[config.mk]
export PLATFORM = sky130hd
export DESIGN_NAME = idStage
export DESIGN_NICKNAME = d
export VERILOG_FILES = /design/src/rvIsaPkg.sv /design/src/idCtrlPkg.sv /design/src/instFields.sv /design/src/opDecoder.sv /design/src/branchResolve.sv /design/src/idExeReg.sv /design/src/idStage.sv
export SDC_FILE = /design/constraint.sdc
export NUM_CORES = 1
export LEC_CHECK = 0
export BUFFER_PORTS_ARGS = -buffer_cell sky130_fd_sc_hd__buf_2
export CORE_MARGIN = 5
export CORE_UTILIZATION = 50
export CTS_CLUSTER_SIZE = 20
export DETAILED_ROUTE_END_ITERATION = 6
export PLACE_DENSITY = 0.79
export SKIP_LAST_GASP = 1
export SYNTH_ARGS = -nofsm -noshare
export SYNTH_HDL_FRONTEND = slang
export SYNTH_SLANG_ARGS = --single-unit
export TNS_END_PERCENT = 5
[constraint.sdc]
create_clock -name clk -period 1.7 [get_ports clk]
set_input_delay 0.425 -clock clk [delete_from_list [all_inputs] [get_ports clk]]
set_output_delay 0.425 -clock clk [all_outputs]
set_load 0.01 [all_outputs]
[src/rvIsaPkg.sv]
package rvIsaPkg;

    localparam int XLEN        = 64;
    localparam int InstWidth   = 32;
    localparam int RegIdxWidth = 5;

    // Base RV64I major opcodes handled by the decode stage.
    typedef enum logic [6:0] {
        OpLoad   = 7'b0000011,
        OpImm    = 7'b0010011,
        OpAuipc  = 7'b0010111,
        OpImmW   = 7'b0011011,
        OpStore  = 7'b0100011,
        OpR      = 7'b0110011,
        OpLui    = 7'b0110111,
        OpRW     = 7'b0111011,
        OpBranch = 7'b1100011,
        OpJalr   = 7'b1100111,
        OpJal    = 7'b1101111
    } opcode_e;

    // ALU funct3, shared by the register and immediate forms.
    localparam logic [2:0] F3Add  = 3'b000; // Also SUB through funct7.
    localparam logic [2:0] F3Sll  = 3'b001;
    localparam logic [2:0] F3Slt  = 3'b010;
    localparam logic [2:0] F3Sltu = 3'b011;
    localparam logic [2:0] F3Xor  = 3'b100;
    localparam logic [2:0] F3Sr   = 3'b101; // SRL and SRA.
    localparam logic [2:0] F3Or   = 3'b110;
    localparam logic [2:0] F3And  = 3'b111;

    localparam logic [2:0] F3Lb  = 3'b000;
    localparam logic [2:0] F3Lh  = 3'b001;
    localparam logic [2:0] F3Lw  = 3'b010;
    localparam logic [2:0] F3Ld  = 3'b011;
    localparam logic [2:0] F3Lbu = 3'b100;
    localparam logic [2:0] F3Lhu = 3'b101;
    localparam logic [2:0] F3Lwu = 3'b110;

    localparam logic [2:0] F3Sb = 3'b000;
    localparam logic [2:0] F3Sh = 3'b001;
    localparam logic [2:0] F3Sw = 3'b010;
    localparam logic [2:0] F3Sd = 3'b011;

    localparam logic [2:0] F3Beq  = 3'b000;
    localparam logic [2:0] F3Bne  = 3'b001;
    localparam logic [2:0] F3Blt  = 3'b100;
    localparam logic [2:0] F3Bge  = 3'b101;
    localparam logic [2:0] F3Bltu = 3'b110;
    localparam logic [2:0] F3Bgeu = 3'b111;

    localparam logic [2:0] F3Jalr = 3'b000;

    localparam logic [6:0] F7Base = 7'b0000000;
    localparam logic [6:0] F7Alt  = 7'b0100000; // SUB and SRA.

    // RV64 shift immediates take a 6-bit shamt, leaving funct6 above it.
    localparam logic [5:0] F6Base = 6'b000000;
    localparam logic [5:0] F6Alt  = 6'b010000;

    typedef struct packed {
        opcode_e                opcode;
        logic [2:0]             funct3;
        logic [6:0]             funct7;
        logic [RegIdxWidth-1:0] rd;
        logic [RegIdxWidth-1:0] rs1;
        logic [RegIdxWidth-1:0] rs2;
        logic [XLEN-1:0]        imm;
    } instFields_t;

endpackage

[src/idCtrlPkg.sv]
package idCtrlPkg;

    typedef enum logic [4:0] {
        ExeNop,
        Add,
        Sub,
        Sll,
        Srl,
        Sra,
        Xor,
        Or,
        And,
        Slt,
        Sltu,
        AddW,
        SubW,
        SllW,
        SrlW,
        SraW
    } exeOp_e;

    // Where the execute stage takes its two operands from.
    typedef enum logic [1:0] {
        SrcNop,
        SrcRegReg,
        SrcRegImm,
        SrcPcImm
    } exeSrc_e;

    typedef enum logic [3:0] {
        MemNop,
        Lb, Lh, Lw, Ld,
        Lbu, Lhu, Lwu,
        Sb, Sh, Sw, Sd
    } memOp_e;

    typedef enum logic [2:0] {
        WbNone,
        WbExe,
        WbMem,
        WbSnpc, // Link value pc + 4 for JAL and JALR.
        WbImm   // LUI writes the U immediate directly.
    } wbSel_e;

    typedef enum logic {
        TrapNone,
        TrapIllegal
    } trap_e;

    typedef struct packed {
        exeOp_e  exeOp;
        exeSrc_e exeSrc;
        memOp_e  memOp;
        wbSel_e  wbSel;
        trap_e   trap;
    } ctrl_t;

    typedef struct packed {
        ctrl_t                             ctrl;
        logic [rvIsaPkg::RegIdxWidth-1:0]  rd;
        logic [rvIsaPkg::XLEN-1:0]         rs1Data;
        logic [rvIsaPkg::XLEN-1:0]         rs2Data;
        logic [rvIsaPkg::XLEN-1:0]         imm;
        logic [rvIsaPkg::XLEN-1:0]         pc;
        logic [rvIsaPkg::XLEN-1:0]         nextPc;
        logic                              redirect;
    } idExe_t;

endpackage

[src/instFields.sv]
`timescale 1ns/1ps

module instFields (
    input  logic [rvIsaPkg::InstWidth-1:0] inst,
    output rvIsaPkg::instFields_t          fields
);
    import rvIsaPkg::*;

    logic [XLEN-1:0] immI;
    logic [XLEN-1:0] immS;
    logic [XLEN-1:0] immB;
    logic [XLEN-1:0] immU;
    logic [XLEN-1:0] immJ;

    // Bit 31 always carries the sign, whatever the format.
    assign immI = {{(XLEN-12){inst[31]}}, inst[31:20]};
    assign immS = {{(XLEN-12){inst[31]}}, inst[31:25], inst[11:7]};
    assign immB = {{(XLEN-13){inst[31]}}, inst[31], inst[7], inst[30:25], inst[11:8], 1'b0};
    assign immU = {{(XLEN-32){inst[31]}}, inst[31:12], 12'b0};
    assign immJ = {{(XLEN-21){inst[31]}}, inst[31], inst[19:12], inst[20], inst[30:21], 1'b0};

    always_comb begin
        fields.opcode = opcode_e'(inst[6:0]);
        fields.funct3 = inst[14:12];
        fields.funct7 = inst[31:25];
        fields.rd     = inst[11:7];
        fields.rs1    = inst[19:15];
        fields.rs2    = inst[24:20];
        case (opcode_e'(inst[6:0]))
            OpImm, OpImmW, OpLoad, OpJalr: fields.imm = immI;
            OpStore:                       fields.imm = immS;
            OpBranch:                      fields.imm = immB;
            OpLui, OpAuipc:                fields.imm = immU;
            OpJal:                         fields.imm = immJ;
            default:                       fields.imm = '0; // R types have none.
        endcase
    end

endmodule

[src/opDecoder.sv]
`timescale 1ns/1ps

module opDecoder (
    input  rvIsaPkg::instFields_t fields,
    output idCtrlPkg::ctrl_t      ctrl
);
    import rvIsaPkg::*;
    import idCtrlPkg::*;

    logic       illegal;
    logic [5:0] funct6;

    assign funct6 = fields.funct7[6:1]; // Bit 25 is shamt[5] for RV64 shifts.

    always_comb begin
        ctrl    = '{exeOp: ExeNop, exeSrc: SrcNop, memOp: MemNop, wbSel: WbNone, trap: TrapNone};
        illegal = 1'b0;
        case (fields.opcode)
            OpR: begin
                ctrl.exeSrc = SrcRegReg;
                ctrl.wbSel  = WbExe;
                case ({fields.funct7, fields.funct3})
                    {F7Base, F3Add}:  ctrl.exeOp = Add;
                    {F7Alt,  F3Add}:  ctrl.exeOp = Sub;
                    {F7Base, F3Sll}:  ctrl.exeOp = Sll;
                    {F7Base, F3Sr}:   ctrl.exeOp = Srl;
                    {F7Alt,  F3Sr}:   ctrl.exeOp = Sra;
                    {F7Base, F3Xor}:  ctrl.exeOp = Xor;
                    {F7Base, F3Or}:   ctrl.exeOp = Or;
                    {F7Base, F3And}:  ctrl.exeOp = And;
                    {F7Base, F3Slt}:  ctrl.exeOp = Slt;
                    {F7Base, F3Sltu}: ctrl.exeOp = Sltu;
                    default:          illegal = 1'b1;
                endcase
            end
            OpRW: begin
                ctrl.exeSrc = SrcRegReg;
                ctrl.wbSel  = WbExe;
                case ({fields.funct7, fields.funct3})
                    {F7Base, F3Add}: ctrl.exeOp = AddW;
                    {F7Alt,  F3Add}: ctrl.exeOp = SubW;
                    {F7Base, F3Sll}: ctrl.exeOp = SllW;
                    {F7Base, F3Sr}:  ctrl.exeOp = SrlW;
                    {F7Alt,  F3Sr}:  ctrl.exeOp = SraW;
                    default:         illegal = 1'b1;
                endcase
            end
            OpImm: begin
                ctrl.exeSrc = SrcRegImm;
                ctrl.wbSel  = WbExe;
                case (fields.funct3)
                    F3Add:  ctrl.exeOp = Add;
                    F3Xor:  ctrl.exeOp = Xor;
                    F3Or:   ctrl.exeOp = Or;
                    F3And:  ctrl.exeOp = And;
                    F3Slt:  ctrl.exeOp = Slt;
                    F3Sltu: ctrl.exeOp = Sltu;
                    F3Sll:  begin
                        if (funct6 == F6Base) ctrl.exeOp = Sll;
                        else illegal = 1'b1;
                    end
                    default: begin
                        if (funct6 == F6Base) ctrl.exeOp = Srl;
                        else if (funct6 == F6Alt) ctrl.exeOp = Sra;
                        else illegal = 1'b1;
                    end
                endcase
            end
            OpImmW: begin
                // The full funct7 is matched, so a shamt above 31 is rejected.
                ctrl.exeSrc = SrcRegImm;
                ctrl.wbSel  = WbExe;
                case ({fields.funct7, fields.funct3}) inside
                    {7'b???????, F3Add}: ctrl.exeOp = AddW;
                    {F7Base, F3Sll}:     ctrl.exeOp = SllW;
                    {F7Base, F3Sr}:      ctrl.exeOp = SrlW;
                    {F7Alt,  F3Sr}:      ctrl.exeOp = SraW;
                    default:             illegal = 1'b1;
                endcase
            end
            OpLoad: begin
                ctrl.exeOp  = Add;
                ctrl.exeSrc = SrcRegImm;
                ctrl.wbSel  = WbMem;
                case (fields.funct3)
                    F3Lb:    ctrl.memOp = Lb;
                    F3Lh:    ctrl.memOp = Lh;
                    F3Lw:    ctrl.memOp = Lw;
                    F3Ld:    ctrl.memOp = Ld;
                    F3Lbu:   ctrl.memOp = Lbu;
                    F3Lhu:   ctrl.memOp = Lhu;
                    F3Lwu:   ctrl.memOp = Lwu;
                    default: illegal = 1'b1;
                endcase
            end
            OpStore: begin
                ctrl.exeOp  = Add; // Address is rs1 + S immediate.
                ctrl.exeSrc = SrcRegImm;
                case (fields.funct3)
                    F3Sb:    ctrl.memOp = Sb;
                    F3Sh:    ctrl.memOp = Sh;
                    F3Sw:    ctrl.memOp = Sw;
                    F3Sd:    ctrl.memOp = Sd;
                    default: illegal = 1'b1;
                endcase
            end
            OpBranch: begin
                // Branches resolve in decode and need no execute work.
                if (fields.funct3 == 3'b010 || fields.funct3 == 3'b011) illegal = 1'b1;
            end
            OpJal:   ctrl.wbSel = WbSnpc;
            OpJalr: begin
                if (fields.funct3 == F3Jalr) ctrl.wbSel = WbSnpc;
                else illegal = 1'b1;
            end
            OpLui:   ctrl.wbSel = WbImm;
            OpAuipc: begin
                ctrl.exeOp  = Add;
                ctrl.exeSrc = SrcPcImm;
                ctrl.wbSel  = WbExe;
            end
            default: illegal = 1'b1;
        endcase
        if (illegal) begin
            ctrl = '{exeOp: ExeNop, exeSrc: SrcNop, memOp: MemNop, wbSel: WbNone,
                     trap: TrapIllegal};
        end
    end

endmodule

[src/branchResolve.sv]
`timescale 1ns/1ps

module branchResolve #(
    parameter int Xlen = rvIsaPkg::XLEN
) (
    input  rvIsaPkg::instFields_t fields,
    input  logic [Xlen-1:0]       pc,
    input  logic [Xlen-1:0]       rs1Data,
    input  logic [Xlen-1:0]       rs2Data,
    output logic [Xlen-1:0]       nextPc,
    output logic                  redirect
);
    import rvIsaPkg::*;

    localparam logic [Xlen-1:0] InstBytes = Xlen'(4);

    logic            taken;
    logic [Xlen-1:0] jalrSum;

    assign jalrSum = rs1Data + fields.imm;

    always_comb begin
        case (fields.funct3)
            F3Beq:   taken = rs1Data == rs2Data;
            F3Bne:   taken = rs1Data != rs2Data;
            F3Blt:   taken = $signed(rs1Data) < $signed(rs2Data);
            F3Bge:   taken = $signed(rs1Data) >= $signed(rs2Data);
            F3Bltu:  taken = rs1Data < rs2Data;
            F3Bgeu:  taken = rs1Data >= rs2Data;
            default: taken = 1'b0;
        endcase
    end

    // Every control transfer redirects fetch, even a branch that falls through.
    always_comb begin
        nextPc   = '0;
        redirect = 1'b0;
        case (fields.opcode)
            OpBranch: begin
                nextPc   = taken ? pc + fields.imm : pc + InstBytes;
                redirect = 1'b1;
            end
            OpJal: begin
                nextPc   = pc + fields.imm;
                redirect = 1'b1;
            end
            OpJalr: begin
                nextPc   = {jalrSum[Xlen-1:1], 1'b0}; // Target LSB is always cleared.
                redirect = 1'b1;
            end
            default: ;
        endcase
    end

endmodule

[src/idExeReg.sv]
`timescale 1ns/1ps

module idExeReg (
    input  logic              clk,
    input  logic              rstN,
    input  logic              valid,
    input  logic              conflict,
    input  logic              exeReady,
    input  idCtrlPkg::idExe_t bundleIn,
    output logic              ready,
    output logic              outValid,
    output idCtrlPkg::idExe_t outBundle
);

    logic accept;

    // A conflict keeps the instruction in decode and sends a bubble instead.
    assign accept = valid && !conflict;

    // With nothing to decode, fetch is free to present the next instruction.
    assign ready = !valid || (accept && exeReady);

    always_ff @(posedge clk or negedge rstN) begin
        if (!rstN) begin
            outValid  <= 1'b0;
            outBundle <= '0;
        end else if (exeReady) begin
            outValid  <= accept;
            outBundle <= accept ? bundleIn : '0;
        end
        // Execute is busy, so the current bundle stays in place.
    end

endmodule

[src/idStage.sv]
`timescale 1ns/1ps

module idStage #(
    parameter int Xlen = rvIsaPkg::XLEN
) (
    input  logic                             clk,
    input  logic                             rstN,
    input  logic [rvIsaPkg::InstWidth-1:0]   inst,
    input  logic [Xlen-1:0]                  pc,
    input  logic                             valid,
    input  logic [Xlen-1:0]                  rs1Data,
    input  logic [Xlen-1:0]                  rs2Data,
    input  logic                             conflict,
    input  logic                             exeReady,
    output logic [rvIsaPkg::RegIdxWidth-1:0] rs1,
    output logic [rvIsaPkg::RegIdxWidth-1:0] rs2,
    output logic                             ready,
    output logic                             outValid,
    output idCtrlPkg::idExe_t                outBundle
);
    import rvIsaPkg::*;
    import idCtrlPkg::*;

    instFields_t     fields;
    ctrl_t           ctrl;
    logic [Xlen-1:0] nextPc;
    logic            redirect;
    idExe_t          bundle;

    instFields uFields (.inst(inst), .fields(fields));

    opDecoder uDecoder (.fields(fields), .ctrl(ctrl));

    branchResolve #(.Xlen(Xlen)) uBranch (
        .fields  (fields),
        .pc      (pc),
        .rs1Data (rs1Data),
        .rs2Data (rs2Data),
        .nextPc  (nextPc),
        .redirect(redirect)
    );

    // Register indices go straight to the register file in the same cycle.
    assign rs1 = fields.rs1;
    assign rs2 = fields.rs2;

    always_comb begin
        bundle.ctrl     = ctrl;
        bundle.rd       = fields.rd;
        bundle.rs1Data  = rs1Data;
        bundle.rs2Data  = rs2Data;
        bundle.imm      = fields.imm;
        bundle.pc       = pc;
        bundle.nextPc   = nextPc;
        bundle.redirect = redirect;
    end

    idExeReg uIdExe (
        .clk      (clk),
        .rstN     (rstN),
        .valid    (valid),
        .conflict (conflict),
        .exeReady (exeReady),
        .bundleIn (bundle),
        .ready    (ready),
        .outValid (outValid),
        .outBundle(outBundle)
    );

endmodule

==> flow_metrics.tcl <==
set metrics [dict create \
    clock_skew_ps 0 \
    yosysSeqAreaShare_pct 33.29 \
    dp_hpwl_mm 91.84 \
    crit_chain "buf_6 > or2_4 > nor3_1 > a21oi_2 > nor2_2 > a22o_4 > ha_1 > buf_4 > a21oi_1 > o41ai_4 > a31oi_4 > o21ai_2 > o2111ai_2 > a21oi_1 > a21oi_1 > o21ai_1 > xor2_1 > a222oi_1 > o2bb2ai_1" \
    cts_root_buf "clkbuf_16" \
    track_usage_pct 43.99 \
    detailed_place.area_sq_um 33000 \
    crit_top_cell "a21oi_1" \
    grt_first_pass_wirelength_mm 174.8 \
    core_area_sq_um 46260 \
    critical_path.max_fanout 4 \
    ant_nets 0 \
    cp_top_family "compound AO/OA/AOI/OAI gates" \
    dpl.cell_count 4526 \
    internal-power_mw 15.11 \
    vias_per_cell 6.436 \
    p_clk_share_pct 38.2 \
    clk_pin_slew_worst_paths_ps 60 \
    cts_buffers 35 \
    drc 1 \
    yosysMostFrequentCell "dfrtp_1" \
    wl_mm 117.9 \
    grt_max_degree 138 \
    power.switching_mw 6.584 \
    drtIter0Drc 3843 \
    die_height_microns 225.5 \
    synth_area_sq_um 23230 \
    share_comb_of_total_power_pct 25.7 \
    stdcell_area_sq_um 35570 \
    grt_pass1_vias 29245 \
    clock_path_buffers 3 \
    overflow 0 \
    cts.sinks 309 \
    synth_area_leaders "dfrtp_1, ha_1, a22o_1" \
    antenna_found_initial 6 \
    p_total_mw 21.69 \
    fin_nets 4354 \
    setup_viol 113 \
    tritoncts "built" \
    critical_path_arrival_ps 4490 \
    synth.top_cell.area_share_pct 33.29 \
    rows 79 \
    ys_ff_latch 309 \
    critPathKind "in -> reg" \
    ys.flop_type "dfrtp_1" \
    num_vias 29792 \
    avgSynthCellArea_sq_um 8.638 \
    port_buffers 580 \
    seqPwrFrac_pct 36.1 \
    drv_slew 0 \
    max_stage_delay_ps 610 \
    p_per_area_nw_per_um2 609.8 \
    drive_above_1_share_pct 44.02 \
    die-area_sq_um 50870 \
    swShare_pct 30.35 \
    area_delta_synth_final_pct 53.12 \
    slew_headroom_pct 45.82 \
    ir_drop_mv 0.9669 \
    worstHoldPathType "in -> reg" \
    firstDrtPassIters 7 \
    final_cell_count_no_fill 4629 \
    synth_edf_count 0 \
    gp_congestion 1.050 \
    start_util_pct 50.21 \
    whs_ps 113.6 \
    rsz0062_at_grt "true" \
    tns_ps -161120 \
    htree_levels 2 \
    required_ps 2130 \
    synth_commonest_cells "dfrtp_1, nand2_1, nor2_1" \
    syn-num-nets 3050 \
    violations "design-rule violations, negative setup slack" \
    io_pins 582 \
    wl_per_cell_microns 25.48 \
    outcome "finished with violations" \
    fin_ws_ps -2355 \
    end_kind "register" \
    cp-start-kind "input pin" \
    clk_latency_ps 570 \
    worst_path_max_delay_cell "a222oi_1" \
    max-cap-violations 0 \
    min_period_over_period_pct 238.5 \
    critPathBufInv 2 \
    syn_inst 2689 \
    cellLeakagePower_nw 17.85 \
    yosysTopAreaCell "dfrtp_1" \
    min_period_ps 4055 \
    worstMarginPinSlew_ps 812.7 \
    ys_types 86 \
    synth_warnings 0 \
    finalHoldViolations 0 \
    fmax_mhz 246.6 \
    synth_async_sr_flop_share_pct 100.0 \
    die_w_microns 225.5 \
]
## worst paths after layout
check / slack [ps] / cells past startpoint / end / startpoint
min in group asynchronous: 330 / 2 / uIdExe.outBundle[67] / rstN
setup reg to reg: 500 / 2 / uIdExe.outBundle[50] / uIdExe.outBundle[50]
hold / removal: 110 / 2 / uIdExe.outBundle[323] / inst[9]
setup / recovery: -2360 / 19 / uIdExe.outBundle[38] / inst[6]
hold reg to reg: 480 / 1 / uIdExe.outBundle[204] / uIdExe.outBundle[204]
max in group asynchronous: 600 / 4 / uIdExe.outBundle[157] / rstN
## timing repair
action                                  CTS  global route
setup buffers                            29             9
hold buffers                              1             0
endpoints found under the hold margin    32             0
resized for setup                       129            77
cloned                                    1             0
endpoints found under the setup margin  118           113
pin swaps                                59            45
## registers in the layout (all words and copies together) (netlist names)
name / count
uIdExe.outBundle: 308
uIdExe.outValid: 1
## through the flow
step           utilization [%]  setup WS, ps
5_1_grt                  76.88         -2447
4_1_cts                  75.90         -2208
6_report                 76.88         -2355
3_3_place_gp             71.33         -3113
3_5_place_dp             71.33         -3141
2_1_floorplan                -         -2778
## power by group through the flow
stage | sequential [mW] | combinational, mW | clock, mW
after floorplan | 8.05 | 2.05 | 0
after detailed placement | 7.94 | 5.15 | 0
after global placement | 7.93 | 5.03 | 0
after global routing | 7.85 | 5.87 | 8.61
final | 7.83 | 5.57 | 8.29
after CTS | 7.82 | 5.34 | 8.33
## layout by cell type, fill, tap and decap left out, types with 16 or more instances in the layout
cell         n
a21o_1      45
a21oi_1    145
a22o_1     166
a22oi_1     21
a31oi_1     18
and3_1      29
buf_12      21
buf_2      575
buf_4      903
clkbuf_16   37
dfrtp_1    309
ha_1       111
ha_4        17
inv_1       99
nand2_1    193
nand2b_1    16
nand3_1     98
nand4_1     72
nor2_1     162
nor3_1      49
nor4_1      39
o211ai_1    19
o21ai_0     75
o21ai_1     17
o221ai_1    18
o22ai_1     32
o2bb2ai_1  116
or3_1       26
or4_1       18
xnor2_1     91
xor2_1      60
## kinds of logic (layout without fill, tap and decap cells)
| group | Yosys count | after routing | share of synthesized area [%] |
|---|---|---|---|
| other cells | 1 | 7 | 0.01614 |
| flops | 309 | 309 | 33.29 |
| compound gates | 901 | 901 | 28.45 |
| buf+inv | 348 | 1675 | 6.443 |
| fa+ha+maj | 132 | 132 | 7.175 |
| mux | 26 | 26 | 1.164 |
| xor+xnor | 154 | 154 | 5.807 |
| simple gates | 818 | 818 | 17.65 |
## final cells by class
| type | count | area [sq um] |
|---|---|---|
| diodes | 6 | 15.01 |
| repair buffers | 1513 | 10240 |
| clock inverters | 9 | 176.4 |
| inverters | 102 | 394.1 |
| clock buffers | 51 | 1049 |
| multi-input cells | 2032 | 15200 |
| well taps | 607 | 759.5 |
| flip-flops and latches | 309 | 7732 |
| fillers | 3207 | 10690 |
## per-layer routing
layer | share of wire, % | GRT usage (%)
met5 | 0 | 0
met4 | 5.8 | 19.99
met3 | 12 | 10.71
met2 | 44 | 68.40
met1 | 38 | 58.35
No activity file was read; power rests on OpenSTA's default activity.
